`src/image_read_config.svh`:
```
`ifndef IMAGE_READ_CONFIG_SVH
`define IMAGE_READ_CONFIG_SVH

// one beat is four 16 bit pixel lanes
`define IR_PIX_W        16
`define IR_LANES        4
`define IR_BUS_W        (`IR_PIX_W * `IR_LANES)

// image memory
`define IR_MEM_AW       16
`define IR_RD_LATENCY   3       // edges from rd_val_o to rd_data_i

// coordinates, counters and every geometry field
`define IR_DIM_W        16

// output buffer is 2**IR_FIFO_AW deep
`define IR_FIFO_AW      4

// fill level where the walk pauses
// 16 entries less the 8 beats that can still be in flight behind it
`define IR_FIFO_SLACK   8

`endif

```
`src/image_read_pkg.sv`:
```
`include "image_read_config.svh"

package image_read_pkg;

    // config register addresses
    typedef enum logic [1:0] {
        CFG_IMG_W  = 2'd0,
        CFG_IMG_DH = 2'd1,
        CFG_PAD    = 2'd2,
        CFG_CONV   = 2'd3
    } cfg_reg_e;

    typedef enum logic [1:0] {
        ST_IDLE,
        ST_LOAD,
        ST_ACTIVE,
        ST_PAUSE
    } walk_state_e;

    typedef struct packed {
        logic        valid;
        cfg_reg_e    addr;
        logic [31:0] data;
    } cfg_wr_t;

    // job geometry, sizes already hold the plus-one offset
    typedef struct packed {
        logic [`IR_DIM_W-1:0] img_w;
        logic [`IR_DIM_W-1:0] img_h;
        logic [`IR_DIM_W-1:0] img_d;
        logic [`IR_DIM_W-1:0] pad_l;
        logic [`IR_DIM_W-1:0] pad_r;
        logic [`IR_DIM_W-1:0] pad_t;
        logic [`IR_DIM_W-1:0] pad_b;
        logic [`IR_DIM_W-1:0] side;         // window side
        logic [`IR_DIM_W-1:0] step;         // distance between window starts
        logic [`IR_DIM_W-1:0] area_w;       // image plus padding
        logic [`IR_DIM_W-1:0] area_h;
        logic [`IR_DIM_W-1:0] edge_l;       // first image column in the area
        logic [`IR_DIM_W-1:0] edge_r;       // last image column in the area
        logic [`IR_DIM_W-1:0] edge_t;
        logic [`IR_DIM_W-1:0] edge_b;
        logic [`IR_DIM_W-1:0] plane_wxd;    // words per image row
    } geom_t;

    // one padded coordinate out of the walker
    typedef struct packed {
        logic [`IR_DIM_W-1:0] x;
        logic [`IR_DIM_W-1:0] y;
        logic [`IR_DIM_W-1:0] d;
        logic                 valid;
        logic                 last;
    } walk_pos_t;

    typedef struct packed {
        logic [`IR_MEM_AW-1:0] addr;
        logic                  rd_val;  // real memory read
        logic                  pad;     // zero beat, no read
        logic                  last;
    } mem_req_t;

endpackage

```
`src/addr_calc.sv`:
```
`timescale 1ns/10ps
`include "image_read_config.svh"

module addr_calc (
    input  logic                      clk,
    input  image_read_pkg::walk_pos_t pos_i,
    input  image_read_pkg::geom_t     geom_i,
    output image_read_pkg::mem_req_t  req_o
);

    // stage 1, padded coordinates and padding flag
    logic [`IR_DIM_W-1:0] x_1p;
    logic [`IR_DIM_W-1:0] y_1p;
    logic [`IR_DIM_W-1:0] d_1p;
    logic                 val_1p;
    logic                 pad_1p;
    logic                 last_1p;

    // stage 2, row and column offsets
    logic [`IR_DIM_W-1:0] row_2p;
    logic [`IR_DIM_W-1:0] col_2p;
    logic [`IR_DIM_W-1:0] d_2p;
    logic                 val_2p;
    logic                 pad_2p;
    logic                 last_2p;

    // stage 3, partial sum
    logic [`IR_DIM_W-1:0] sum_3p;
    logic [`IR_DIM_W-1:0] d_3p;
    logic                 rd_3p;
    logic                 pad_3p;
    logic                 last_3p;

    always_ff @(posedge clk) begin
        x_1p    <= pos_i.x;
        y_1p    <= pos_i.y;
        d_1p    <= pos_i.d;
        val_1p  <= pos_i.valid;
        last_1p <= pos_i.last;
        pad_1p  <= pos_i.valid & ((pos_i.x < geom_i.edge_l) | (pos_i.x > geom_i.edge_r)
                                | (pos_i.y < geom_i.edge_t) | (pos_i.y > geom_i.edge_b));
    end

    // multiply here so a following job cannot change img_d under an old position
    always_ff @(posedge clk) begin
        row_2p  <= (y_1p - geom_i.pad_t) * geom_i.plane_wxd;
        col_2p  <= (x_1p - geom_i.pad_l) * geom_i.img_d;
        d_2p    <= d_1p;
        val_2p  <= val_1p;
        pad_2p  <= pad_1p;
        last_2p <= last_1p;
    end

    always_ff @(posedge clk) begin
        sum_3p  <= row_2p + col_2p;
        d_3p    <= d_2p;
        rd_3p   <= val_2p & ~pad_2p;    // padding never reaches the memory
        pad_3p  <= pad_2p;
        last_3p <= last_2p;
    end

    always_ff @(posedge clk) begin
        req_o.addr   <= rd_3p ? (sum_3p + d_3p) : '0;
        req_o.rd_val <= rd_3p;
        req_o.pad    <= pad_3p;
        req_o.last   <= last_3p;
    end

endmodule

```
`src/image_cfg_regs.sv`:
```
`timescale 1ns/10ps
`include "image_read_config.svh"

module image_cfg_regs (
    input  logic                    clk,
    input  logic                    rst,
    input  image_read_pkg::cfg_wr_t cfg_i,
    input  logic                    start_i,
    output image_read_pkg::geom_t   geom_o,
    output logic                    geom_ok_o
);

    logic [`IR_DIM_W-1:0] cfg_img_w;
    logic [`IR_DIM_W-1:0] cfg_img_h;
    logic [`IR_DIM_W-1:0] cfg_img_d;
    logic [7:0]           cfg_pad_l;
    logic [7:0]           cfg_pad_r;
    logic [7:0]           cfg_pad_t;
    logic [7:0]           cfg_pad_b;
    logic [7:0]           cfg_side;
    logic [`IR_DIM_W-1:0] cfg_step;
    logic                 start_1p;     // offsets applied, derive next

    // raw registers, written whenever the valid bit is high
    always_ff @(posedge clk) begin
        if (cfg_i.valid) begin
            case (cfg_i.addr)
                image_read_pkg::CFG_IMG_W: begin
                    cfg_img_w <= cfg_i.data[15:0];
                end
                image_read_pkg::CFG_IMG_DH: begin
                    cfg_img_d <= cfg_i.data[31:16];
                    cfg_img_h <= cfg_i.data[15:0];
                end
                image_read_pkg::CFG_PAD: begin
                    cfg_pad_l <= cfg_i.data[31:24];
                    cfg_pad_r <= cfg_i.data[23:16];
                    cfg_pad_t <= cfg_i.data[15:8];
                    cfg_pad_b <= cfg_i.data[7:0];
                end
                default: begin
                    cfg_side  <= cfg_i.data[23:16];
                    cfg_step  <= cfg_i.data[15:0];
                end
            endcase
        end
    end

    always_ff @(posedge clk) begin
        if (start_i) begin
            geom_o.img_w <= cfg_img_w + `IR_DIM_W'(1);     // 0 is a single pixel
            geom_o.img_h <= cfg_img_h + `IR_DIM_W'(1);
            geom_o.img_d <= cfg_img_d + `IR_DIM_W'(1);
            geom_o.pad_l <= `IR_DIM_W'(cfg_pad_l);          // 0 is no padding
            geom_o.pad_r <= `IR_DIM_W'(cfg_pad_r);
            geom_o.pad_t <= `IR_DIM_W'(cfg_pad_t);
            geom_o.pad_b <= `IR_DIM_W'(cfg_pad_b);
            geom_o.side  <= `IR_DIM_W'(cfg_side) + `IR_DIM_W'(1);
            geom_o.step  <= cfg_step + `IR_DIM_W'(1);
        end

        // second step works from the values latched above
        if (start_1p) begin
            geom_o.area_w    <= geom_o.pad_l + geom_o.img_w + geom_o.pad_r;
            geom_o.area_h    <= geom_o.pad_t + geom_o.img_h + geom_o.pad_b;
            geom_o.edge_l    <= geom_o.pad_l;
            geom_o.edge_t    <= geom_o.pad_t;
            geom_o.edge_r    <= geom_o.pad_l + geom_o.img_w - `IR_DIM_W'(1);
            geom_o.edge_b    <= geom_o.pad_t + geom_o.img_h - `IR_DIM_W'(1);
            geom_o.plane_wxd <= geom_o.img_w * geom_o.img_d;
        end
    end

    always_ff @(posedge clk) begin
        if (rst) begin
            start_1p  <= 1'b0;
            geom_ok_o <= 1'b0;
        end else begin
            start_1p  <= start_i;
            geom_ok_o <= start_1p;      // derived fields land on the same edge
        end
    end

endmodule

```
`src/image_read.sv`:
```
`timescale 1ns/10ps
`include "image_read_config.svh"

module image_read (
    input  logic                    clk,
    input  logic                    rst,
    input  image_read_pkg::cfg_wr_t cfg_i,
    input  logic                    start_i,
    output logic                    ready_o,
    output logic                    rd_val_o,
    output logic [`IR_MEM_AW-1:0]   rd_addr_o,
    input  logic [`IR_BUS_W-1:0]    rd_data_i,
    output logic [`IR_BUS_W-1:0]    img_data_o,
    output logic                    img_last_o,
    output logic                    img_val_o,
    input  logic                    img_rdy_i
);

    image_read_pkg::geom_t     geom;
    image_read_pkg::walk_pos_t pos;
    image_read_pkg::mem_req_t  req;
    logic                      geom_ok;
    logic                      start_ok;    // start seen while idle
    logic                      almost_full;
    logic                      push;
    logic [`IR_BUS_W:0]        push_data;

    // registers only latch when the walker can take the job
    assign start_ok  = start_i & ready_o;
    assign rd_val_o  = req.rd_val;
    assign rd_addr_o = req.addr;

    image_cfg_regs image_cfg_regs_i (
        .clk       (clk),
        .rst       (rst),
        .cfg_i     (cfg_i),
        .start_i   (start_ok),
        .geom_o    (geom),
        .geom_ok_o (geom_ok)
    );

    window_walk window_walk_i (
        .clk       (clk),
        .rst       (rst),
        .start_i   (start_i),
        .geom_i    (geom),
        .geom_ok_i (geom_ok),
        .hold_i    (almost_full),
        .ready_o   (ready_o),
        .pos_o     (pos)
    );

    addr_calc addr_calc_i (
        .clk    (clk),
        .pos_i  (pos),
        .geom_i (geom),
        .req_o  (req)
    );

    read_align read_align_i (
        .clk         (clk),
        .rst         (rst),
        .req_i       (req),
        .rd_data_i   (rd_data_i),
        .push_o      (push),
        .push_data_o (push_data)
    );

    stream_fifo stream_fifo_i (
        .clk           (clk),
        .rst           (rst),
        .push_i        (push),
        .push_data_i   (push_data),
        .almost_full_o (almost_full),
        .data_o        (img_data_o),
        .last_o        (img_last_o),
        .val_o         (img_val_o),
        .rdy_i         (img_rdy_i)
    );

endmodule

```
`src/read_align.sv`:
```
`timescale 1ns/10ps
`include "image_read_config.svh"

module read_align (
    input  logic                     clk,
    input  logic                     rst,
    input  image_read_pkg::mem_req_t req_i,
    input  logic [`IR_BUS_W-1:0]     rd_data_i,
    output logic                     push_o,
    output logic [`IR_BUS_W:0]       push_data_o    // beat on top, last in bit 0
);

    logic [`IR_RD_LATENCY-1:0] rd_sr;
    logic [`IR_RD_LATENCY-1:0] pad_sr;
    logic [`IR_RD_LATENCY-1:0] last_sr;
    logic                      rd_arr;      // memory word is on rd_data_i now
    logic                      pad_arr;
    logic                      last_arr;

    assign rd_arr   = rd_sr[`IR_RD_LATENCY-1];
    assign pad_arr  = pad_sr[`IR_RD_LATENCY-1];
    assign last_arr = last_sr[`IR_RD_LATENCY-1];

    always_ff @(posedge clk) begin
        if (rst) begin
            rd_sr  <= '0;
            pad_sr <= '0;
            push_o <= 1'b0;
        end else begin
            rd_sr  <= {rd_sr[`IR_RD_LATENCY-2:0], req_i.rd_val};
            pad_sr <= {pad_sr[`IR_RD_LATENCY-2:0], req_i.pad};
            push_o <= rd_arr | pad_arr;         // one beat per request
        end
    end

    always_ff @(posedge clk) begin
        last_sr     <= {last_sr[`IR_RD_LATENCY-2:0], req_i.last};
        push_data_o <= {(rd_arr ? rd_data_i : {`IR_BUS_W{1'b0}}), last_arr};
    end

endmodule

```
`src/stream_fifo.sv`:
```
`timescale 1ns/10ps
`include "image_read_config.svh"

module stream_fifo (
    input  logic                 clk,
    input  logic                 rst,
    input  logic                 push_i,
    input  logic [`IR_BUS_W:0]   push_data_i,
    output logic                 almost_full_o,
    output logic [`IR_BUS_W-1:0] data_o,
    output logic                 last_o,
    output logic                 val_o,
    input  logic                 rdy_i
);

    logic [`IR_BUS_W:0]     mem [0:(1 << `IR_FIFO_AW)-1];
    logic [`IR_FIFO_AW-1:0] wr_ptr;
    logic [`IR_FIFO_AW-1:0] rd_ptr;
    logic [`IR_FIFO_AW:0]   count;      // ram entries only, output reg not counted
    logic [`IR_BUS_W:0]     out_q;
    logic                   pop;

    // refill the output register when it is empty or being taken
    assign pop           = (count != '0) & (~val_o | rdy_i);
    assign almost_full_o = (count >= (`IR_FIFO_AW+1)'(`IR_FIFO_SLACK));

    always_ff @(posedge clk) begin
        if (push_i) mem[wr_ptr] <= push_data_i;
        if (pop) out_q <= mem[rd_ptr];
    end

    always_ff @(posedge clk) begin
        if (rst) begin
            wr_ptr <= '0;
            rd_ptr <= '0;
            count  <= '0;
            val_o  <= 1'b0;
        end else begin
            if (push_i) wr_ptr <= wr_ptr + `IR_FIFO_AW'(1);
            if (pop) rd_ptr <= rd_ptr + `IR_FIFO_AW'(1);
            case ({push_i, pop})
                2'b10:   count <= count + (`IR_FIFO_AW+1)'(1);
                2'b01:   count <= count - (`IR_FIFO_AW+1)'(1);
                default: count <= count;
            endcase
            if (pop) begin
                val_o <= 1'b1;
            end else if (rdy_i) begin
                val_o <= 1'b0;          // beat taken, nothing behind it
            end
        end
    end

    assign data_o = out_q[`IR_BUS_W:1];
    assign last_o = val_o & out_q[0];

endmodule

```
`src/window_walk.sv`:
```
`timescale 1ns/10ps
`include "image_read_config.svh"

module window_walk (
    input  logic                      clk,
    input  logic                      rst,
    input  logic                      start_i,
    input  image_read_pkg::geom_t     geom_i,
    input  logic                      geom_ok_i,
    input  logic                      hold_i,       // buffer almost full
    output logic                      ready_o,
    output image_read_pkg::walk_pos_t pos_o
);

    image_read_pkg::walk_state_e state;
    image_read_pkg::walk_state_e state_nx;

    logic [`IR_DIM_W-1:0] area_x;       // window start column
    logic [`IR_DIM_W-1:0] area_y;       // window start row
    logic [`IR_DIM_W-1:0] win_x;        // offset inside the window
    logic [`IR_DIM_W-1:0] win_y;
    logic [`IR_DIM_W-1:0] dep;
    logic [`IR_DIM_W:0]   area_x_nx;    // one extra bit so the compare cannot wrap
    logic [`IR_DIM_W:0]   area_y_nx;
    logic [`IR_DIM_W:0]   room_w;       // last legal window start
    logic [`IR_DIM_W:0]   room_h;
    logic                 d_last;
    logic                 wx_last;
    logic                 wy_last;
    logic                 ax_last;
    logic                 ay_last;
    logic                 walk_end;
    logic                 advance;

    assign room_w    = {1'b0, geom_i.area_w - geom_i.side};
    assign room_h    = {1'b0, geom_i.area_h - geom_i.side};
    assign area_x_nx = {1'b0, area_x} + {1'b0, geom_i.step};
    assign area_y_nx = {1'b0, area_y} + {1'b0, geom_i.step};

    assign d_last   = (dep == geom_i.img_d - `IR_DIM_W'(1));
    assign wx_last  = (win_x == geom_i.side - `IR_DIM_W'(1));
    assign wy_last  = (win_y == geom_i.side - `IR_DIM_W'(1));
    assign ax_last  = (area_x_nx > room_w);
    assign ay_last  = (area_y_nx > room_h);
    assign walk_end = d_last & wx_last & wy_last & ax_last & ay_last;

    // hold stops emission in the same cycle, which keeps in-flight beats at 8
    assign advance = (state == image_read_pkg::ST_ACTIVE) & ~hold_i;
    assign ready_o = (state == image_read_pkg::ST_IDLE);

    always_ff @(posedge clk) begin
        if (rst) begin
            state <= image_read_pkg::ST_IDLE;
        end else begin
            state <= state_nx;
        end
    end

    always_comb begin
        state_nx = state;
        case (state)
            image_read_pkg::ST_IDLE: begin
                if (start_i) state_nx = image_read_pkg::ST_LOAD;
            end
            image_read_pkg::ST_LOAD: begin
                if (geom_ok_i) state_nx = image_read_pkg::ST_ACTIVE;
            end
            image_read_pkg::ST_ACTIVE: begin
                if (advance & walk_end) begin
                    state_nx = image_read_pkg::ST_IDLE;
                end else if (hold_i) begin
                    state_nx = image_read_pkg::ST_PAUSE;
                end
            end
            default: begin
                if (!hold_i) state_nx = image_read_pkg::ST_ACTIVE;
            end
        endcase
    end

    // depth innermost, then window column, window row, start column, start row
    always_ff @(posedge clk) begin
        if (rst || state == image_read_pkg::ST_IDLE) begin
            area_x <= '0;
            area_y <= '0;
            win_x  <= '0;
            win_y  <= '0;
            dep    <= '0;
        end else if (advance) begin
            dep <= dep + `IR_DIM_W'(1);
            if (d_last) begin
                dep   <= '0;
                win_x <= win_x + `IR_DIM_W'(1);
                if (wx_last) begin
                    win_x <= '0;
                    win_y <= win_y + `IR_DIM_W'(1);
                    if (wy_last) begin
                        win_y  <= '0;
                        area_x <= area_x_nx[`IR_DIM_W-1:0];
                        if (ax_last) begin
                            area_x <= '0;
                            area_y <= ay_last ? '0 : area_y_nx[`IR_DIM_W-1:0];
                        end
                    end
                end
            end
        end
    end

    always_comb begin
        pos_o.x     = area_x + win_x;
        pos_o.y     = area_y + win_y;
        pos_o.d     = dep;
        pos_o.valid = advance;
        pos_o.last  = advance & walk_end;
    end

endmodule
```
`config.mk`:
```
export PLATFORM = sky130hd
export DESIGN_NAME = image_read
export DESIGN_NICKNAME = d
export VERILOG_FILES = /design/src/image_read_pkg.sv /design/src/addr_calc.sv /design/src/image_cfg_regs.sv /design/src/image_read.sv /design/src/read_align.sv /design/src/stream_fifo.sv /design/src/window_walk.sv
export VERILOG_INCLUDE_DIRS = /design/src
export SDC_FILE = /design/constraint.sdc
export NUM_CORES = 2
export LEC_CHECK = 0
export BUFFER_PORTS_ARGS = -buffer_cell sky130_fd_sc_hd__clkbuf_2
export CORE_MARGIN = 8
export CORE_UTILIZATION = 50
export DETAILED_ROUTE_END_ITERATION = 16
export GPL_TIMING_DRIVEN = 0
export PLACE_DENSITY_LB_ADDON = 0.08
export SLEW_MARGIN = 0
export SYNTH_ARGS = -nofsm -noshare
export SYNTH_HDL_FRONTEND = slang
export SYNTH_SLANG_ARGS = --single-unit
```
`constraint.sdc`:
```
create_clock -name clk -period 18.11 [get_ports clk]
set_clock_uncertainty 0.05 [all_clocks]
set_input_delay 2.7165 -clock clk [delete_from_list [all_inputs] [get_ports clk]]
set_output_delay 2.7165 -clock clk [all_outputs]
set_load 0.005 [all_outputs]
```
==> results <==
- The H-tree depth is 4.
- The hold buffer count at cts is 0.
- The Yosys step of the flow raised 0 warnings.
- The CTS tree is yes.
- At the end of routability-driven placement, the weighted congestion stood at about 0.87.
- For this block, the routed nets add up to 204000 um of wire.
- The routed via count is roughly 47000.
- The first global-routing pass estimated a little over 300000 um of wire.
- The number of post-CTS setup repair buffers is 0.
- The iteration-0 DRC count of the detailed router is between 3000 and 4000.
- The core region is approximately 170000 sq um.
- The final hold slack is 0.238 ns.
- The die outline area is between 150000 and 200000 sq um.
- The most used flip-flop cell after synthesis is sky130_fd_sc_hd__edfxtp_1.
- The post-synthesis to final-layout area growth is 12.6%.
- In this run the power density over the cells is 157 nW/um^2.
- The worst hold path was traced through 0 stages.
- Measured in cells, the most critical reg-to-reg path has a length of 27.
- The capturing element type of the critical path is a flip-flop.
- In the layout the commonest cells are sky130_fd_sc_hd__edfxtp_1 (1410), sky130_fd_sc_hd__inv_1 (520), sky130_fd_sc_hd__ha_1 (404).
- The floorplan step set the die height to roughly 430 um.
- TritonCTS created 180 clock buffers.
- The number of clock sinks seen by CTS is around 1700.
- The top fanout value on the critical path is 4.
- After clock tree synthesis, the clock-pin slew on the worst setup and hold paths is roughly 0.06 ns.
- The per-instance average area after synthesis is approximately 15 sq um.
- The residual antenna-violating net count after detailed routing is 0.
- The static leakage is 34.2 nW.
- The share of synthesized area occupied by flip-flops and latches is between 50% and 60%.
- The mapped cell area is approximately 84000 sq um.
- The count of standard-cell rows is 150.
- Leaving out fill and tap cells, the most frequent cell in the layout is sky130_fd_sc_hd__edfxtp_1.
- After detailed placement, the design holds a cell count of roughly 8000.
- The number of remaining DRC errors is 0.
- After synthesis, the share of flip-flops with an asynchronous set or reset is 0%.
- The accumulated negative setup slack is 0 ns.
- The number of standard cells in the final layout excluding fillers is ~8500.
- Setup repair after global routing left no endpoint under its margin.
- The effective utilization at floorplan is between 50 and 60%.
- The HPWL after detailed placement is 140000 um.
- The final count of hold timing violations is 0.
- The synthesized instance count is 5726.
- The flow ran to the end, and the final reports show no timing, DRC or antenna violations.
- Global routing finished with a remaining overflow of 0.
- In this run the deepest clock path goes through 3 buffers.
- The worst min-delay path category is flip-flop to flip-flop.
- Dividing the detail-routed wire length by the instance count gives about 24 um.
- The actual slew at the worst max-slew pin is 1.39 ns.
- Based on the critical path, the design can be clocked at up to ~110 MHz.
- The number of nets in the synthesized netlist is ~6500.
- Using the TritonRoute via totals, the vias-per-cell ratio works out to around 5.5.
- The overall fraction of global-route tracks in use is between 20% and 30%.
- The relative max-transition margin is approximately 7.5%.
- The number of nets in the finished design is 6887.
- The final period demand of the worst path is about 9 ns.
- The count of buffers inserted at the top-level ports is 185.
- The initial antenna violation count is 4.
- Entering global routing, the biggest net connects 59 pins.
- Setup violations remaining at the end of the flow were counted as 0.
- The total iterations of the first detailed-routing run is 9.
- In this run the count of I/O pins placed on the die edge is 187.
- Clock tree synthesis selected as its root buffer the cell sky130_fd_sc_hd__clkbuf_16.
- The total count of max-transition violations in the final report is 0.
- The horizontal extent of the die is 425 um.
- The number of synthesized flops with an enable pin is 1410.
- The count of cell types in the netlist is 80.
- Data on the critical path is required at its endpoint by around 19 ns.
- Data on the critical path arrives at its endpoint at between 9 and 10 ns.
- The portion of the clock cycle consumed by the worst path in the final layout is between 40% and 50%.
- The class of the most critical setup path is flip-flop to flip-flop.
- The number of cells upsized or downsized after cts is 0.
- The worst setup path is launched from a flip-flop.
- In the final layout, the share of cells above drive strength 1 is around 15%.
- Counting flops and latches in the post-synthesis netlist gives between 1500 and 2000.
- The number of global-route vias before repair is around 48000.
- Max-cap violations in this run came to 0.
- The clock latency reported for the late side of the worst-skew pair is 0.83 ns.
- IR analysis of the VDD net gives a maximum drop of roughly 0.29 mV.
## cell usage after synthesis (79+ instances only)
cell                       count  area [sq um]
sky130_fd_sc_hd__edfxtp_1   1410         42300
sky130_fd_sc_hd__dfxtp_1     329          6590
sky130_fd_sc_hd__ha_1        404          5050
sky130_fd_sc_hd__nand2_1     324          1220
sky130_fd_sc_hd__xor2_1      149          1310
sky130_fd_sc_hd__a21oi_1     144           721
sky130_fd_sc_hd__nor2b_1      91           569
sky130_fd_sc_hd__inv_1       520          1950
sky130_fd_sc_hd__clkbuf_1    141           529
sky130_fd_sc_hd__and2_1      244          1530
sky130_fd_sc_hd__buf_4        80           601
sky130_fd_sc_hd__xnor2_1     306          2680
sky130_fd_sc_hd__mux4_2      325          7320
sky130_fd_sc_hd__nor2_1      209           785
sky130_fd_sc_hd__nor3_1       79           395
sky130_fd_sc_hd__o21ai_0      91           455
sky130_fd_sc_hd__fa_1        255          5100
## sequential cells by signal, summed over array words and instances (netlist names), 19 cells and up
name                      cells
stream_fifo_i.mem          1040
image_cfg_regs_i.geom_o     201
stream_fifo_i.out_q          65
read_align_i.push_data_o     65
addr_calc_i.req_o            19
## final timing paths
kind	from	to	slack, ns
max reg2reg	image_cfg_regs_i.geom_o[162]	addr_calc_i.row_2p[15]	9.15
max	image_cfg_regs_i.geom_o[162]	addr_calc_i.row_2p[15]	9.15
min reg2reg	addr_calc_i.pad_3p	addr_calc_i.req_o[1]	0.24
min	addr_calc_i.pad_3p	addr_calc_i.req_o[1]	0.24
## kinds of logic after synthesis
logic type	count (synthesis)	share of synthesized area, %
adders and majority gates	659	12.1
and+or+nand+nor	1253	7.72
xor gates and xnor gates	465	5.03
DFF	1739	58.5
buffers and inverters	769	3.83
AOI/OAI and AO/OA	509	3.99
muxes	332	8.83
## stage by stage
step | util [%] | setup slack [ns] | area [sq um] | total power, W
final | 56.5 | 9.15 | 94200 | 0.0148
after floorplan | - | 7.51 | 83700 | 0.00954
after global routing | 56.5 | 8.63 | 94200 | 0.0157
after CTS | 56.5 | 9.02 | 94200 | 0.0150
after detailed placement | 52.9 | 9.12 | 88100 | 0.0112
after global placement | 52.4 | 3.52 | 87400 | 0.0111
## power breakdown
| part | switching (W) | internal (W) |
|---|---|---|
| Sequential | 0.000125 | 0.00464 |
| Clock | 0.00158 | 0.00218 |
| Combinational | 0.00316 | 0.00308 |
| Total | 0.00487 | 0.00990 |
## metal layers
metal	wire (um)	part of all wire, %	global-route usage, %	vias to the layer above
met5	0	0	0	-
met2	95900	47	36.2	1379
met4	5170	2.5	5.72	0
met1	90300	44	32.0	23800
li1	-	-	-	21500
met3	12700	6.2	3.70	298
## layout make-up
type / count / area [sq um]
clock buffers: 232 / 4920
multi-input cells: 3218 / 31600
clock inverters: 99 / 1200
inverters: 521 / 1960
plain buffers: 248 / 1260
well taps: 2204 / 2760
fillers: 13400 / 72400
flip-flops and latches: 1739 / 48900
diodes: 2 / 5.00
repair buffers: 217 / 1580
## worst max-delay path, stage by stage, from the launching register on
cell                       delay (ns)
sky130_fd_sc_hd__edfxtp_1        0.54
sky130_fd_sc_hd__inv_1           0.08
sky130_fd_sc_hd__ha_1            0.33
sky130_fd_sc_hd__nor2b_1         0.16
sky130_fd_sc_hd__o311a_1         0.32
sky130_fd_sc_hd__o311a_1         0.34
sky130_fd_sc_hd__o21ai_0         0.28
sky130_fd_sc_hd__nor3b_1         0.28
sky130_fd_sc_hd__xor2_1          0.56
sky130_fd_sc_hd__nand2_1         0.16
sky130_fd_sc_hd__fa_1            0.52
sky130_fd_sc_hd__fa_1            0.55
sky130_fd_sc_hd__inv_1           0.05
sky130_fd_sc_hd__fa_1            0.48
sky130_fd_sc_hd__fa_1            0.54
sky130_fd_sc_hd__inv_1           0.05
sky130_fd_sc_hd__fa_1            0.44
sky130_fd_sc_hd__fa_1            0.39
sky130_fd_sc_hd__xnor2_1         0.22
sky130_fd_sc_hd__xnor2_1         0.18
sky130_fd_sc_hd__xnor2_1         0.15
sky130_fd_sc_hd__xnor3_1         0.42
sky130_fd_sc_hd__xnor3_1         0.22
sky130_fd_sc_hd__xnor3_1         0.44
sky130_fd_sc_hd__xor2_1          0.21
sky130_fd_sc_hd__xnor3_1         0.27
sky130_fd_sc_hd__xnor3_1         0.36
sky130_fd_sc_hd__xnor2_1         0.23
(Power assumes the default switching activity.)
